===== src/design/pmu_pkg.sv =====
/*
  Shared types of the LLC performance monitor.
  The register port uses a 3-bit word address, and address 3 is unmapped.
  Record mask bits and strobe bits follow the order of llc_event_e.
*/
`default_nettype none

package pmu_pkg;

  // Number of cache event kinds reported by the LLC
  localparam int unsigned NumEvents = 4;

  // Register port data width
  localparam int unsigned RegDataWidth = 32;

  // Bit position of each event kind
  typedef enum logic [1:0] {
    EV_READ_HIT   = 2'd0,
    EV_READ_MISS  = 2'd1,
    EV_WRITE_HIT  = 2'd2,
    EV_WRITE_MISS = 2'd3
  } llc_event_e;

  // One sampled cycle, one bit per event kind
  typedef struct packed {
    logic [NumEvents-1:0] mask;
  } event_rec_t;

  typedef enum logic {
    REG_READ  = 1'b0,
    REG_WRITE = 1'b1
  } reg_op_e;

  // Word addresses of the register map
  typedef enum logic [2:0] {
    CTRL   = 3'd0,
    STATUS = 3'd1,
    THRESH = 3'd2,
    CNT0   = 3'd4,
    CNT1   = 3'd5,
    CNT2   = 3'd6,
    CNT3   = 3'd7
  } reg_addr_e;

  typedef struct packed {
    logic                    valid;
    reg_op_e                 op;
    logic [2:0]              addr;
    logic [RegDataWidth-1:0] wdata;
  } reg_req_t;

  typedef struct packed {
    logic                    valid;
    logic                    err;
    logic [RegDataWidth-1:0] rdata;
  } reg_rsp_t;

endpackage

`default_nettype wire


===== src/design/event_fifo.sv =====
/*
  Circular buffer of event records.
  FIFO_DEPTH must be a power of two and at least 2.
  A push while full is ignored. Push and pop may happen in the same cycle.
*/
`timescale 1ns/1ns
`default_nettype none

module event_fifo #(
  parameter int unsigned FIFO_DEPTH = 8
) (
  input  logic                clk_i,
  input  logic                arst_n_i,
  input  logic                push_i,
  input  pmu_pkg::event_rec_t rec_i,
  input  logic                pop_i,
  output pmu_pkg::event_rec_t rec_o,
  output logic                full_o,
  output logic                empty_o
);

  localparam int unsigned PtrWidth = $clog2(FIFO_DEPTH);

  pmu_pkg::event_rec_t mem_q [FIFO_DEPTH];

  logic [PtrWidth-1:0] wr_ptr_q;
  logic [PtrWidth-1:0] rd_ptr_q;
  logic [PtrWidth:0]   count_q;
  logic                do_push;
  logic                do_pop;

  assign full_o  = (count_q == FIFO_DEPTH[PtrWidth:0]);
  assign empty_o = (count_q == '0);

  assign do_push = push_i && !full_o;
  assign do_pop  = pop_i && !empty_o;

  // Pointers wrap on their own since the depth is a power of two
  always_ff @(posedge clk_i or negedge arst_n_i) begin
    if (!arst_n_i) begin
      wr_ptr_q <= '0;
      rd_ptr_q <= '0;
      count_q  <= '0;
    end else begin
      if (do_push) begin
        wr_ptr_q <= wr_ptr_q + 1'b1;
      end
      if (do_pop) begin
        rd_ptr_q <= rd_ptr_q + 1'b1;
      end
      case ({do_push, do_pop})
        2'b10:   count_q <= count_q + 1'b1;
        2'b01:   count_q <= count_q - 1'b1;
        default: count_q <= count_q;
      endcase
    end
  end

  // Storage array
  always_ff @(posedge clk_i) begin
    if (do_push) begin
      mem_q[wr_ptr_q] <= rec_i;
    end
  end

  // Head of the queue, stale while empty
  assign rec_o = mem_q[rd_ptr_q];

endmodule

`default_nettype wire


===== src/design/llc_event_sampler.sv =====
/*
  Samples the four LLC event strobes once per cycle.
  A nonzero strobe vector becomes a record that is pushed one cycle later.
  While the FIFO is full, the held record waits and new records are dropped.
*/
`timescale 1ns/1ns
`default_nettype none

module llc_event_sampler (
  input  logic                  clk_i,
  input  logic                  arst_n_i,
  input  logic [3:0]            llc_event_i,
  input  logic                  full_i,
  output logic                  push_o,
  output pmu_pkg::event_rec_t   rec_o,
  output logic                  drop_o
);

  logic                push_q;
  pmu_pkg::event_rec_t rec_q;
  logic                blocked;
  logic                new_rec;

  // Held record cannot enter the FIFO this cycle
  assign blocked = push_q && full_i;

  // Strobe bits already sit in llc_event_e order
  assign new_rec = |llc_event_i;

  // Valid flag of the held record
  always_ff @(posedge clk_i or negedge arst_n_i) begin
    if (!arst_n_i) begin
      push_q <= 1'b0;
    end else if (!blocked) begin
      push_q <= new_rec;
    end
  end

  // Record payload, kept while blocked
  always_ff @(posedge clk_i) begin
    if (!blocked) begin
      rec_q.mask <= llc_event_i;
    end
  end

  assign push_o = push_q;
  assign rec_o  = rec_q;

  // A record is lost when a new one arrives behind a blocked one
  assign drop_o = blocked && new_rec;

endmodule

`default_nettype wire


===== src/design/llc_pmu_top.sv =====
/*
  LLC performance monitor: sampler, event FIFO and counter bank.
  FIFO_DEPTH must be a power of two, at least 2. CNT_WIDTH is at most 32.
  With an empty FIFO and no freeze, a strobe reaches the counters in 3 cycles.
*/
`timescale 1ns/1ns
`default_nettype none

module llc_pmu_top #(
  parameter int unsigned FIFO_DEPTH = 8,
  parameter int unsigned CNT_WIDTH  = 32
) (
  input  logic              clk_i,
  input  logic              arst_n_i,
  input  logic [3:0]        llc_event_i,
  input  pmu_pkg::reg_req_t reg_req_i,
  output pmu_pkg::reg_rsp_t reg_rsp_o,
  output logic              irq_o
);

  // Sampler to FIFO
  logic                push;
  pmu_pkg::event_rec_t sampled_rec;
  logic                fifo_full;

  // FIFO to counter bank
  logic                pop;
  pmu_pkg::event_rec_t head_rec;
  logic                fifo_empty;

  // Lost records
  logic                drop;

  llc_event_sampler i_sampler (
    .clk_i       ( clk_i       ),
    .arst_n_i    ( arst_n_i    ),
    .llc_event_i ( llc_event_i ),
    .full_i      ( fifo_full   ),
    .push_o      ( push        ),
    .rec_o       ( sampled_rec ),
    .drop_o      ( drop        )
  );

  event_fifo #(
    .FIFO_DEPTH ( FIFO_DEPTH )
  ) i_event_fifo (
    .clk_i    ( clk_i       ),
    .arst_n_i ( arst_n_i    ),
    .push_i   ( push        ),
    .rec_i    ( sampled_rec ),
    .pop_i    ( pop         ),
    .rec_o    ( head_rec    ),
    .full_o   ( fifo_full   ),
    .empty_o  ( fifo_empty  )
  );

  // Sampler push doubles as its busy flag for STATUS.drained
  pmu_counter_bank #(
    .CNT_WIDTH ( CNT_WIDTH )
  ) i_counter_bank (
    .clk_i          ( clk_i      ),
    .arst_n_i       ( arst_n_i   ),
    .rec_i          ( head_rec   ),
    .empty_i        ( fifo_empty ),
    .pop_o          ( pop        ),
    .drop_i         ( drop       ),
    .sampler_busy_i ( push       ),
    .reg_req_i      ( reg_req_i  ),
    .reg_rsp_o      ( reg_rsp_o  ),
    .irq_o          ( irq_o      )
  );

endmodule

`default_nettype wire


===== src/design/pmu_counter_bank.sv =====
/*
  Event counters with CTRL, STATUS and THRESH registers.
  CNT_WIDTH is at most 32. Counters wrap, and reads are zero-extended.
  Register responses come exactly one cycle after the request.
  A record popped in the same cycle as a CTRL.clear write is not counted.
*/
`timescale 1ns/1ns
`default_nettype none

module pmu_counter_bank #(
  parameter int unsigned CNT_WIDTH = 32
) (
  input  logic                clk_i,
  input  logic                arst_n_i,
  input  pmu_pkg::event_rec_t rec_i,
  input  logic                empty_i,
  output logic                pop_o,
  input  logic                drop_i,
  input  logic                sampler_busy_i,
  input  pmu_pkg::reg_req_t   reg_req_i,
  output pmu_pkg::reg_rsp_t   reg_rsp_o,
  output logic                irq_o
);

  localparam int unsigned NumEv = pmu_pkg::NumEvents;

  // Register bit positions
  localparam int unsigned CtrlFreezeBit = 4;
  localparam int unsigned CtrlClearBit  = 5;
  localparam int unsigned StatOvfBit    = 8;
  localparam int unsigned StatDrainBit  = 9;

  logic [NumEv-1:0]                en_q;
  logic                            freeze_q;
  logic [CNT_WIDTH-1:0]            thresh_q;
  logic [NumEv-1:0]                pend_q;
  logic [NumEv-1:0]                pend_d;
  logic [NumEv-1:0]                pend_set;
  logic                            ovf_q;
  logic [NumEv-1:0][CNT_WIDTH-1:0] cnt_q;
  logic [NumEv-1:0][CNT_WIDTH-1:0] cnt_d;

  pmu_pkg::reg_addr_e              req_addr;
  pmu_pkg::llc_event_e             cnt_sel;
  logic                            wr_en;
  logic                            wr_ctrl;
  logic                            wr_status;
  logic                            wr_thresh;
  logic                            clear;
  logic                            drained;
  logic [pmu_pkg::RegDataWidth-1:0] rdata;
  logic                            rd_err;

  logic                            rsp_valid_q;
  logic                            rsp_err_q;
  logic [pmu_pkg::RegDataWidth-1:0] rsp_rdata_q;

  // Request decode
  assign req_addr  = pmu_pkg::reg_addr_e'(reg_req_i.addr);
  assign cnt_sel   = pmu_pkg::llc_event_e'(reg_req_i.addr[1:0]);
  assign wr_en     = reg_req_i.valid && (reg_req_i.op == pmu_pkg::REG_WRITE);
  assign wr_ctrl   = wr_en && (req_addr == pmu_pkg::CTRL);
  assign wr_status = wr_en && (req_addr == pmu_pkg::STATUS);
  assign wr_thresh = wr_en && (req_addr == pmu_pkg::THRESH);
  assign clear     = wr_ctrl && reg_req_i.wdata[CtrlClearBit];

  // Drain the FIFO unless software froze the bank
  assign pop_o = !empty_i && !freeze_q;

  // Nothing left in the sampler or in the FIFO
  assign drained = !sampler_busy_i && empty_i;

  // Counting and threshold detection
  always_comb begin
    cnt_d    = cnt_q;
    pend_set = '0;
    for (int i = 0; i < NumEv; i++) begin
      if (pop_o && rec_i.mask[i] && en_q[i]) begin
        cnt_d[i]    = cnt_q[i] + 1'b1;
        pend_set[i] = (thresh_q != '0) && (cnt_d[i] == thresh_q);
      end
    end
    if (clear) begin
      cnt_d = '0;
    end
  end

  // Write-1-to-clear pending bits
  // A new hit in the same cycle wins
  always_comb begin
    pend_d = pend_q;
    if (wr_status) begin
      pend_d = pend_d & ~reg_req_i.wdata[NumEv-1:0];
    end
    pend_d = pend_d | pend_set;
    if (clear) begin
      pend_d = '0;
    end
  end

  always_ff @(posedge clk_i or negedge arst_n_i) begin
    if (!arst_n_i) begin
      en_q     <= '0;
      freeze_q <= 1'b0;
      thresh_q <= '0;
      pend_q   <= '0;
      ovf_q    <= 1'b0;
      cnt_q    <= '0;
    end else begin
      if (wr_ctrl) begin
        en_q     <= reg_req_i.wdata[NumEv-1:0];
        freeze_q <= reg_req_i.wdata[CtrlFreezeBit];
      end
      if (wr_thresh) begin
        thresh_q <= reg_req_i.wdata[CNT_WIDTH-1:0];
      end
      // Sticky overflow that a drop in the clearing cycle keeps set
      if (drop_i) begin
        ovf_q <= 1'b1;
      end else if (wr_status && reg_req_i.wdata[StatOvfBit]) begin
        ovf_q <= 1'b0;
      end
      pend_q <= pend_d;
      cnt_q  <= cnt_d;
    end
  end

  // Read mux of the values before this edge
  always_comb begin
    rdata  = '0;
    rd_err = 1'b0;
    case (req_addr)
      pmu_pkg::CTRL: begin
        rdata[NumEv-1:0]     = en_q;
        rdata[CtrlFreezeBit] = freeze_q;
      end
      pmu_pkg::STATUS: begin
        rdata[NumEv-1:0]    = pend_q;
        rdata[StatOvfBit]   = ovf_q;
        rdata[StatDrainBit] = drained;
      end
      pmu_pkg::THRESH: begin
        rdata[CNT_WIDTH-1:0] = thresh_q;
      end
      pmu_pkg::CNT0, pmu_pkg::CNT1, pmu_pkg::CNT2, pmu_pkg::CNT3: begin
        rdata[CNT_WIDTH-1:0] = cnt_q[cnt_sel];
      end
      default: begin
        rd_err = 1'b1;
      end
    endcase
  end

  // Response strobe
  always_ff @(posedge clk_i or negedge arst_n_i) begin
    if (!arst_n_i) begin
      rsp_valid_q <= 1'b0;
    end else begin
      rsp_valid_q <= reg_req_i.valid;
    end
  end

  // Response payload where writes return zero data
  always_ff @(posedge clk_i) begin
    if (reg_req_i.valid) begin
      rsp_err_q   <= rd_err;
      rsp_rdata_q <= wr_en ? '0 : rdata;
    end
  end

  assign reg_rsp_o.valid = rsp_valid_q;
  assign reg_rsp_o.err   = rsp_err_q;
  assign reg_rsp_o.rdata = rsp_rdata_q;

  assign irq_o = |pend_q;

endmodule

`default_nettype wire


===== config.mk =====
export PLATFORM = sky130hd
export DESIGN_NAME = llc_pmu_top
export DESIGN_NICKNAME = d
export VERILOG_FILES = /design/src/design/pmu_pkg.sv /design/src/design/event_fifo.sv /design/src/design/llc_event_sampler.sv /design/src/design/llc_pmu_top.sv /design/src/design/pmu_counter_bank.sv
export SDC_FILE = /design/constraint.sdc
export NUM_CORES = 1
export LEC_CHECK = 0
export BUFFER_PORTS_ARGS = -buffer_cell sky130_fd_sc_hd__buf_2
export CORE_UTILIZATION = 55
export CTS_BUF_LIST = sky130_fd_sc_hd__clkbuf_4
export DETAILED_ROUTE_END_ITERATION = 8
export PLACE_DENSITY = 0.83
export SKIP_CTS_REPAIR_TIMING = 1
export SLEW_MARGIN = 10
export SYNTH_ARGS = -nofsm -noshare
export SYNTH_HDL_FRONTEND = slang
export SYNTH_SLANG_ARGS = --single-unit

===== constraint.sdc =====
create_clock -name clk_i -period 4.21 [get_ports clk_i]
set_clock_uncertainty 0.15 [all_clocks]
set_input_delay 0.842 -clock clk_i [delete_from_list [all_inputs] [get_ports clk_i]]
set_output_delay 0.842 -clock clk_i [all_outputs]
set_load 0.02 [all_outputs]

### Word-level counts from Yosys, hierarchy flattened

Memories as Yosys holds them, arrays and structs flattened.
Cells that the tools add are included.

| word-level totals | value |
|---|---|
| register bits after elaboration | 219 |
| bits in writable memories | 32 |
| output and inout port bits | 35 |
| logic and storage cells | 108 |
| memories kept | 1 |

| operators by class | value |
|---|---|
| $add $sub $neg | 8 |
| order comparisons | 1 |
| equal/unequal tests | 13 |
| mux-type cells | 24 |
| bitwise gates (word level) | 3 |
| reductions and logical operators | 41 |

Memories:

| name | depth | bits a word | read ports | clocked after memory_dff | wr ports | line | source |
|---|---|---|---|---|---|---|---|
| i_event_fifo.mem_q | 8 | 4 | 1 | 0 | 1 | event_fifo.sv:24 | `pmu_pkg::event_rec_t mem_q [FIFO_DEPTH];` |

Operator list:

| cell | count |
|---|---|
| 32-bit two-way mux | 5 |
| 32-bit by 1-bit adder with 32-bit output (second input constant) | 4 |
| 32-bit equality test | 4 |
| 128-bit two-way mux | 1 |
| 32-bit binary-select mux with 2-bit select | 1 |
| 22-bit case mux with 2 select lines | 1 |
| 32-bit nonzero test | 1 |
| 1-bit logical AND | 24 |
| 4-bit case mux with 4 select lines | 1 |
| 3-bit equality test (second input constant) | 4 |
| 2-bit nonzero test | 6 |
| 4-bit OR reduction | 3 |
| 1-bit two-way mux | 9 |
| 4-bit two-way mux | 2 |
| 4-bit case mux with 2 select lines | 1 |
| 7-bit OR reduction | 1 |
| 3-bit by 1-bit adder with 3-bit output (second input constant) | 2 |
| 2-bit case mux with 3 select lines | 1 |
| 3-bit case mux with 2 select lines | 1 |
| 4-bit by 1-bit adder with 4-bit output (second input constant) | 1 |
| 4-bit bitwise AND | 1 |
| 4-bit equality test (second input constant) | 1 |
| 1-bit logical NOT | 4 |
| 4-bit logical NOT | 1 |
| other kinds (10) | 10 |

### Logic depth before layout (Yosys ltp)

Gate-level depths: netlist (run 1).

| depth | value |
|---|---|
| depth after elaboration | 8 |
| gate-level depth with buffers | 11 |

### Modules after synthesis

From an unflattened synthesis (run 1), not the netlist that was laid out.

| unflattened totals | value |
|---|---|
| cell total of the unflattened synthesis | 1733 |
| area, all modules | 16592.2 µm² |

Modules (own cells, without submodules):

| module | instances | cells each | area an instance (µm²) | sequential area each (µm²) |
|---|---|---|---|---|
| pmu_counter_bank | 1 | 1609 | 14552.7 | 5270.1 |
| event_fifo | 1 | 115 | 1870.5 | 1211.2 |
| llc_event_sampler | 1 | 9 | 168.9 | 145.1 |

### Least setup slack after synthesis (run 1)

No wires, ideal clock.

| timing | value |
|---|---|
| path kind | input-to-reg |
| start | input port reg_req_i[32] in the netlist's numbering |
| end | register i_counter_bank.pend_q[0] |
| library setup time | 0.066 ns |
| data arrival time | 2.901 ns |
| slack | 1.093 ns |
| stages on the path | 10 |
| path through | buf_2 inv_1 and3_1 clkbuf_8 o21bai_1 nor3_1 o2111ai_1 or4_1 a2111oi_2 a22o_1 |

| between the ends | value |
|---|---|
| longest elaborated chain between the ends | 5 |

RTL lines:

| what | line | source |
|---|---|---|
| start: declaration | llc_pmu_top.sv:16 | `input pmu_pkg::reg_req_t reg_req_i,` |
| 3-bit by 1-bit equality test with 1-bit output | pmu_counter_bank.sv:63 | `assign wr_status = wr_en && (req_addr == pmu_pkg::STATUS);` |
| 1-bit logical AND | pmu_counter_bank.sv:63 |  |
| 4-bit two-way mux | pmu_counter_bank.sv:92 | `if (wr_status) begin` |
| 4-bit OR | pmu_counter_bank.sv:95 | `pend_d = pend_d \| pend_set;` |
| 4-bit two-way mux * | pmu_counter_bank.sv:96 | `if (clear) begin` |
| via i_counter_bank.pend_d[0] | pmu_counter_bank.sv:37 | `logic [NumEv-1:0] pend_d;` |
| end signal: assignment | pmu_counter_bank.sv:123 | `pend_q <= pend_d;` |
| end: declaration | pmu_counter_bank.sv:36 | `logic [NumEv-1:0] pend_q;` |

The timed path passes the listed nets; every way through them passes the cells marked *.
A chain may end at the register's enable or synchronous reset.

### Worst setup path after layout (run 1)

| timing | value |
|---|---|
| start | register i_counter_bank.cnt_q[0] in the netlist's numbering |
| end | register i_counter_bank.pend_q[0] |

| between the ends | value |
|---|---|
| longest elaborated chain between the ends | 6 |

RTL lines:

| what | line | source |
|---|---|---|
| start: declaration | pmu_counter_bank.sv:40 | `logic [NumEv-1:0][CNT_WIDTH-1:0] cnt_q;` |
| start signal: assignment | pmu_counter_bank.sv:124 | `cnt_q <= cnt_d;` |
| 32-bit by 1-bit adder with 32-bit output | pmu_counter_bank.sv:79 | `cnt_d[i] = cnt_q[i] + 1'b1;` |
| 32-bit equality test | pmu_counter_bank.sv:80 | `pend_set[i] = (thresh_q != '0) && (cnt_d[i] == thresh_q);` |
| 1-bit logical AND | pmu_counter_bank.sv:80 |  |
| 1-bit two-way mux | pmu_counter_bank.sv:78 | `if (pop_o && rec_i.mask[i] && en_q[i]) begin` |
| 4-bit OR | pmu_counter_bank.sv:95 |  |
| 4-bit two-way mux | pmu_counter_bank.sv:96 |  |
| via i_counter_bank.pend_d[0] | pmu_counter_bank.sv:37 |  |

The timed path passes the listed nets, and every way through them passes these cells.

==> results of run 1 <==
[where the power goes]
| part | leakage [nW] | internal, mW | switching (mW) |
|---|---|---|---|
| combinational | 3.33 | 1.85 | 2.05 |
| sequential | 2.86 | 3.23 | 1.57 |
| clock | 0.505 | 1.08 | 1.08 |
| total | 6.69 | 6.17 | 4.70 |
[cell type report]
cell class | instances | area (um2) | area share (%)
multi-input cells | 1308 | 9040 | 50.9
flip-flops and latches | 251 | 6630 | 37.3
clock buffers | 97 | 728 | 4.10
repair buffers | 110 | 669 | 3.77
well taps | 384 | 480 | 2.71
clock inverters | 25 | 130 | 0.733
inverters | 19 | 71.3 | 0.402
diodes | 1 | 2.50 | 0.0141
[cells in the final DEF, fill, tap and decap left out, types with 9 or more instances in the layout]
master,n
nor2_1,216
dfrtp_1,182
xnor2_1,179
nand2_1,132
xor2_1,121
clkbuf_4,97
buf_2,76
nand3_1,73
edfxtp_1,69
nor3_1,54
a21oi_1,53
o21ai_0,45
nand4_1,44
mux2_2,39
mux4_2,34
buf_4,30
nor4_1,27
nor2b_1,27
a22oi_1,26
or3_1,24
and3_1,21
inv_1,19
mux2i_1,18
clkinv_1,16
nand2b_1,15
and4_1,14
and2_1,11
or2_2,9
ha_1,9
[flip-flops by register name (all words and copies together) (netlist names)]
signal and cells:
i_counter_bank.ovf_q 1, i_counter_bank.cnt_q 128, i_counter_bank.rsp_valid_q 1, i_counter_bank.rsp_rdata_q 32
i_event_fifo.mem_q 32, i_counter_bank.freeze_q 1, i_event_fifo.rd_ptr_q 3, i_counter_bank.thresh_q 32
i_counter_bank.rsp_err_q 1, i_sampler.rec_o 4, i_event_fifo.count_q 4, i_sampler.push_o 1
i_event_fifo.wr_ptr_q 3, i_counter_bank.pend_q 4, i_counter_bank.en_q 4
[layer usage]
layer	track usage, %	vias to the layer above	part of all wire [%]
li1	-	6189	-
met1	44.2	6645	38
met2	49.3	930	44
met3	8.64	198	12
met4	19.0	0	5.6
met5	0	-	0
[worst max path at each step]
stage / from / endpoint / slack (ns) / cells after the start
floorplan: reg_req_i[32] / i_counter_bank.pend_q[0]$_DFF_PN0_ / 1.09 / 10
global placement: i_counter_bank.cnt_q[4]$_DFFE_PN0P_ / i_counter_bank.pend_q[0]$_DFF_PN0_ / 0.83 / 8
detailed placement: reg_req_i[33] / i_counter_bank.cnt_q[60]$_DFFE_PN0P_ / 0.75 / 6
CTS: i_counter_bank.cnt_q[0]$_DFFE_PN0P_ / i_counter_bank.pend_q[0]$_DFF_PN0_ / 0.80 / 9
global route: i_event_fifo.rd_ptr_q[1]$_DFFE_PN0P_ / i_counter_bank.cnt_q[53]$_DFFE_PN0P_ / 0.62 / 9
finish: i_counter_bank.cnt_q[0]$_DFFE_PN0P_ / i_counter_bank.pend_q[0]$_DFF_PN0_ / 0.73 / 9
[kinds of logic after synthesis]
group / synth area share (%)
AND/OR/NAND/NOR: 21.6
AO/OA/AOI/OAI: 7.87
flip-flops: 40.5
buffers and inverters: 4.45
XOR/XNOR: 16.0
adder cells (fa/ha/maj): 0.810
multiplexers: 8.78
[through the flow]
| step | power, mW | worst slack (ns) | hold slack [ns] |
|---|---|---|---|
| 2_1_floorplan | 7.34 | 1.09 | 0.298 |
| 4_1_cts | 10.8 | 0.804 | -0.0216 |
| 6_report | 10.9 | 0.731 | 0.147 |
| 3_3_place_gp | 8.43 | 0.831 | 0.352 |
| 3_5_place_dp | 8.59 | 0.750 | 0.368 |
| 5_1_grt | 11.5 | 0.617 | 0.108 |
==> key figures, run 1 <==
Yosys
  • Syn nets: 1,777
  • Ys Warns: 0
  • Largest area contributor in the synthesized netlist: dfrtp_1
  • Seq cells post-synth: 251
  • Most frequent cell after synthesis: nor2_1
  • Synth top area cells: dfrtp_1 28%, edfxtp_1 13%, xnor2_1 9.6%, xor2_1 6.5%, nor2_1 5.0%
  • Post-synth top area share: 27.8%
  • EDFF count, synth: 69
  • Mapped Avg Cell Area: 9.50 um2
  • Seq/Total Area, Yosys: 40.5%
  • Ys flop type: dfrtp_1
  • FFs w/ async S/R, synth: 72.5%
  • Post-synth top cells: 216 x nor2_1, 182 x dfrtp_1, 179 x xnor2_1
  • Mapped Cells: 1,724
  • Mapped cell area: 16,400 um2
  • Distinct cells, synth: 81

Place
  • Port Buffers: 77
  • GPL Wtd Cong: 1.00
  • Detailed Place HPWL: 36.0 mm
  • Placed Area: 16,900 um2
  • Placed insts: 2,071

Clock network
  • Clock Root Buffer: clkbuf_4
  • Total clock sinks: 251
  • CTS tree: done
  • Num CTS Buffers: 68
  • H-tree depth: 3
  • Clock Latency Late Sink: 0.73 ns
  • Clock buffer depth: 3
  • CTS clk-pin slew, worst paths: 0.08 ns

Final layout
  • Layout cells sized above 1: 17.3%
  • # nets final: 1,811
  • Area Growth Syn to Fin: 8.37%
  • Layout Utilization: 61.2%
  • Fillers: 2,448
  • Final instance area: 17,700 um2
  • Fin cells: 2,195

Timing
  • Least-Margin Pin Slew: 1.01 ns
  • Max-slew violation count: 0
  • Fin crit share: 82.6%
  • Final setup vio count: 0
  • Unrepaired setup endpoints after global routing: no
  • Hold Violations, Final: 0
  • Final min period: 3.48 ns
  • Slew HR: 31.8%
  • Fmax: 0.287 GHz
  • Setup TNS: 0 ns

Setup path
  • Buf/Inv on CP: 0
  • Maximum single-stage delay on the critical path: 0.58 ns
  • Setup CP Type: register to register
  • Worst Path Max Fanout: 10
  • R2R setup slack: 0.73 ns
  • Worst R2R Path Depth: 9
  • CP max-delay cell: or4_1
  • CP Cell Sequence: ha_1 -> nand3_2 -> nor3_1 -> xnor2_1 -> a2111oi_0 -> o2111ai_1 -> or4_1 -> a2111oi_2 -> a22o_1
  • Delay-heaviest family, CP: compound AO/OA/AOI/OAI gates
  • CP arrival: 3.98 ns
  • CP endpoint kind: register
  • FF-to-FF End: i_counter_bank.pend_q[0]$_DFF_PN0_
  • FF-to-FF Start: i_counter_bank.cnt_q[0]$_DFFE_PN0P_
  • CP required: 4.71 ns
  • CP startpoint kind: register

Floorplanning
  • FP Rows: 62
  • Core Region: 29,000 um2
  • Initial Utilization: 56.4%
  • Die Wd: 175 um
  • # IOs: 78
  • Die area: 30,500 um2
  • DIE HEIGHT: 175 um

Run status
  • Status: finished clean

Global routing
  • Largest net degree at the start of global routing: 85
  • GRT Util Overall: 33.2%
  • Initial antenna violation count: 1
  • Remaining global-route overflow: 0
  • First-pass GRT wire length: 77.3 mm
  • Vias in the first global route: 13,511

Routing
  • DR WL/cell: 22.4 um
  • 1st-pass router iterations: 8
  • DRT antenna net count: 0
  • # DRC: 0
  • Vias per inst: 6.36
  • Drt initial violations: 1,916
  • Via Count: 13,962
  • Final wirelength: 49.2 mm

Pwr
  • Leakage: 6.69 nW
  • Power density cells: 613 nW/um2
  • Maximum VDD drop: 0.379 mV

Min path
  • Hold Path Cell Cnt: 1
  • Worst hold path class: input port to register
  • Beginning of the worst hold path: llc_event_i[1]
  • WHS Endpoint: i_sampler.rec_o[1]$_DFFE_PN_

Flow run
  • Max Cap Viol: 0
Power figures use the tool's default switching activity.
==> run 2: changes to the inputs <==
Settings changed: ABC_AREA set to 1.
Clock period 4.21 ns to 3.5 ns, I/O delays scaled along.
==> key figures, run 2 <==
Timing
  • Slew HR: 41.5% (+9.7 points)
  • Unrepaired setup endpoints after global routing: no
  • Final setup vio count: 0 (unchanged)
  • Fin crit share: 92.7% (+10 points)
  • Fmax: 0.308 GHz (+7.2%)
  • Least-Margin Pin Slew: 0.876 ns (-0.138 ns)
  • Hold Violations, Final: 0 (unchanged)
  • Final min period: 3.24 ns (-0.234 ns)
  • Max-slew violation count: 0 (unchanged)
  • Hold slack: 0.0263 ns (-0.120 ns)
  • Setup TNS: 0 ns (unchanged)

Final layout
  • Area of the multi-input gates: 8900 um2 (-1.5%)
  • Area Growth Syn to Fin: 11.5%
  • Register area: 6630 um2 (unchanged)
  • Largest Register: i_counter_bank.cnt_q
  • Commonest non-fill, non-tap cells in the layout: 883 x nand2_1, 306 x nor2_1, 284 x nand3_1
  • # nets final: 2,719 (+50%)
  • Layout cells sized above 1: 11.0% (-6.3 points)
  • Fillers: 2,747 (+12%)
  • Final instance area: 18,800 um2 (+5.8%)
  • Max reg flops: 128 (unchanged)
  • Commonest non-fill, non-tap cell in the layout: nand2_1

Setup path
  • CP required: 4.01 ns (-0.70 ns)
  • CP startpoint kind: register
  • R2R setup slack: 0.26 ns (-0.48 ns)
  • Setup CP Type: register to register
  • FF-to-FF End: i_counter_bank.pend_q[0]$_DFF_PN0_
  • CP endpoint kind: register
  • Critical Path Sink: i_counter_bank.pend_q[0]$_DFF_PN0_
  • FF-to-FF Start: i_counter_bank.cnt_q[13]$_DFFE_PN0P_
  • CP startpoint: i_counter_bank.cnt_q[13]$_DFFE_PN0P_
  • Worst R2R Path Depth: 14 (+5)
  • Worst Path Max Fanout: 9 (-1)
  • CP arrival: 3.75 ns (-0.23 ns)

Min path
  • Worst hold path class: input port to register

Yosys
  • Post-synth top area share: 27.1% (-0.75 points)
  • Post-synth top cells: 884 x nand2_1, 307 x nor2_1, 284 x nand3_1
  • Synth top area cells: dfrtp_1 27%, nand2_1 20%, edfxtp_1 12%, nand3_1 8.4%, nor2_1 6.8%
  • Most frequent cell after synthesis: nand2_1
  • Mapped cell area: 16,800 um2 (+2.8%)
  • Distinct cells, synth: 40 (-51%)
  • Ys flop type: dfrtp_1
  • Largest area contributor in the synthesized netlist: dfrtp_1
  • FFs w/ async S/R, synth: 72.5% (unchanged)
  • EDFF count, synth: 69 (unchanged)
  • Seq cells post-synth: 251 (unchanged)
  • Seq/Total Area, Yosys: 39.4% (-1.1 points)
  • Syn nets: 2,578 (+45%)
  • Mapped Cells: 2,525 (+46%)
  • Mapped Avg Cell Area: 6.67 um2 (-30%)
  • Ys Warns: 0 (unchanged)

Routing
  • DR WL/cell: 22.5 um (+0.40%)
  • DRT antenna net count: 0 (unchanged)
  • Drt initial violations: 2,240 (+17%)
  • Via Count: 18,913 (+35%)
  • # DRC: 0 (unchanged)
  • 1st-pass router iterations: 6 (-2)
  • Final wirelength: 70.0 mm (+42%)
  • Vias per inst: 6.08 (-4.4%)

Pwr
  • Power density cells: 701 nW/um2 (+14%)
  • Leakage: 8.50 nW (+27%)
  • Total power: 13.1 mW (+21%)
  • Maximum VDD drop: 0.603 mV (+59%)

Floorplanning
  • DIE HEIGHT: 177 um (+1.4%)
  • Die area: 31,300 um2 (+2.8%)
  • Core Region: 29,900 um2 (+3.0%)
  • Initial Utilization: 56.3% (-0.10 points)
  • # IOs: 78 (unchanged)
  • Die Wd: 177 um (+1.4%)
  • FP Rows: 63 (+1.6%)

Clock network
  • Clock Root Buffer: clkbuf_4
  • Num CTS Buffers: 72 (+5.9%)
  • CTS clk-pin slew, worst paths: 0.07 ns (about the same)
  • Clock Latency Late Sink: 0.74 ns (about the same)
  • Clock buffer depth: 3 (unchanged)
  • CTS tree: done
  • Total clock sinks: 251 (unchanged)
  • H-tree depth: 3 (unchanged)

Global routing
  • Largest net degree at the start of global routing: 67 (-21%)
  • First-pass GRT wire length: 103 mm (+34%)
  • Remaining global-route overflow: 0 (unchanged)
  • GRT Util Overall: 45.1% (+12 points)
  • Vias in the first global route: 17,733 (+31%)
  • Initial antenna violation count: 3 (+2)

Flow run
  • Max Cap Viol: 0 (unchanged)

Place
  • GPL Wtd Cong: 1.06 (+5.5%)
  • Detailed Place HPWL: 54.0 mm (+50%)
  • Port Buffers: 77 (unchanged)
  • Placed Area: 17,800 um2 (+5.7%)

Run status
  • Status: finished clean
run 2: worst min-delay path by stage:
stage	cells past startpoint	end	slack [ns]	start
final	1	i_sampler.rec_o[1]$_DFFE_PN_	0.03	llc_event_i[1]
after global routing	1	i_sampler.rec_o[1]$_DFFE_PN_	0.0008	llc_event_i[1]
after CTS	1	i_counter_bank.cnt_q[5]$_DFFE_PN0P_	-0.20	arst_n_i
after detailed placement	1	i_event_fifo.count_q[0]$_DFFE_PN0P_	0.35	i_event_fifo.count_q[0]$_DFFE_PN0P_
after global placement	1	i_event_fifo.count_q[0]$_DFFE_PN0P_	0.34	i_event_fifo.count_q[0]$_DFFE_PN0P_
after floorplan	0	i_counter_bank.cnt_q[0]$_DFFE_PN0P_	0.25	arst_n_i
run 2: kinds of logic (layout without fill, tap and decap cells):
| kind of cell | after synthesis | count (layout) | synth area share (%) |
|---|---|---|---|
| adders and majority gates | 10 | 10 | 0.788 |
| xor gates and xnor gates | 40 | 40 | 2.42 |
| DFF | 251 | 251 | 39.4 |
| AOI/OAI and AO/OA | 345 | 345 | 11.6 |
| buffers and inverters | 335 | 528 | 7.81 |
| and+or+nand+nor | 1544 | 1544 | 38.0 |
| other | 0 | 1 | 0 |
run 2: cell type report:
type	instances	share of cell area, %
clock buffer	104	4.16
multi-input combinational	1939	47.4
clock inverter	22	0.687
sequential	251	35.3
timing repair buffer	133	4.42
inverter	269	5.38
tap	390	2.60
antenna	1	0.0133
run 2: critical path, cell delays in order (launching register included):
cell and delay [ns]:
dfrtp_1 0.51, nand2_1 0.15, nor2_1 0.47, nand2_1 0.17
nor2_4 0.32, nand2_1 0.09, nand2_1 0.08, nand2_1 0.07
nand2_1 0.06, nand2_1 0.04, nor2_1 0.39, nand2_1 0.09
nor2_1 0.22, nand3_1 0.18, a21oi_1 0.16
run 2: power by group:
group	leakage (nW)	internal [mW]	total (mW)	switching, mW
Sequential	3.01	3.89	4.99	1.11
Clock	0.538	1.44	2.83	1.38
Combinational	4.95	1.67	5.33	3.66
run 2: metrics by stage:
| step | worst slack (ns) | utilization (%) | instances |
|---|---|---|---|
| after floorplan | 1.19 | - | 2525 |
| after global placement | 0.450 | 59.7 | 2981 |
| after detailed placement | 0.303 | 59.7 | 2981 |
| after CTS | 0.475 | 62.8 | 3107 |
| after global routing | 0.0860 | 62.8 | 3109 |
| final | 0.255 | 62.8 | 3109 |
run 2: metal layers:
| layer | track usage (%) | share of wire, % |
|---|---|---|
| met5 | 0 | 0.027 |
| met4 | 22.8 | 5.1 |
| met3 | 14.1 | 14 |
| met2 | 67.3 | 43 |
| met1 | 58.7 | 38 |
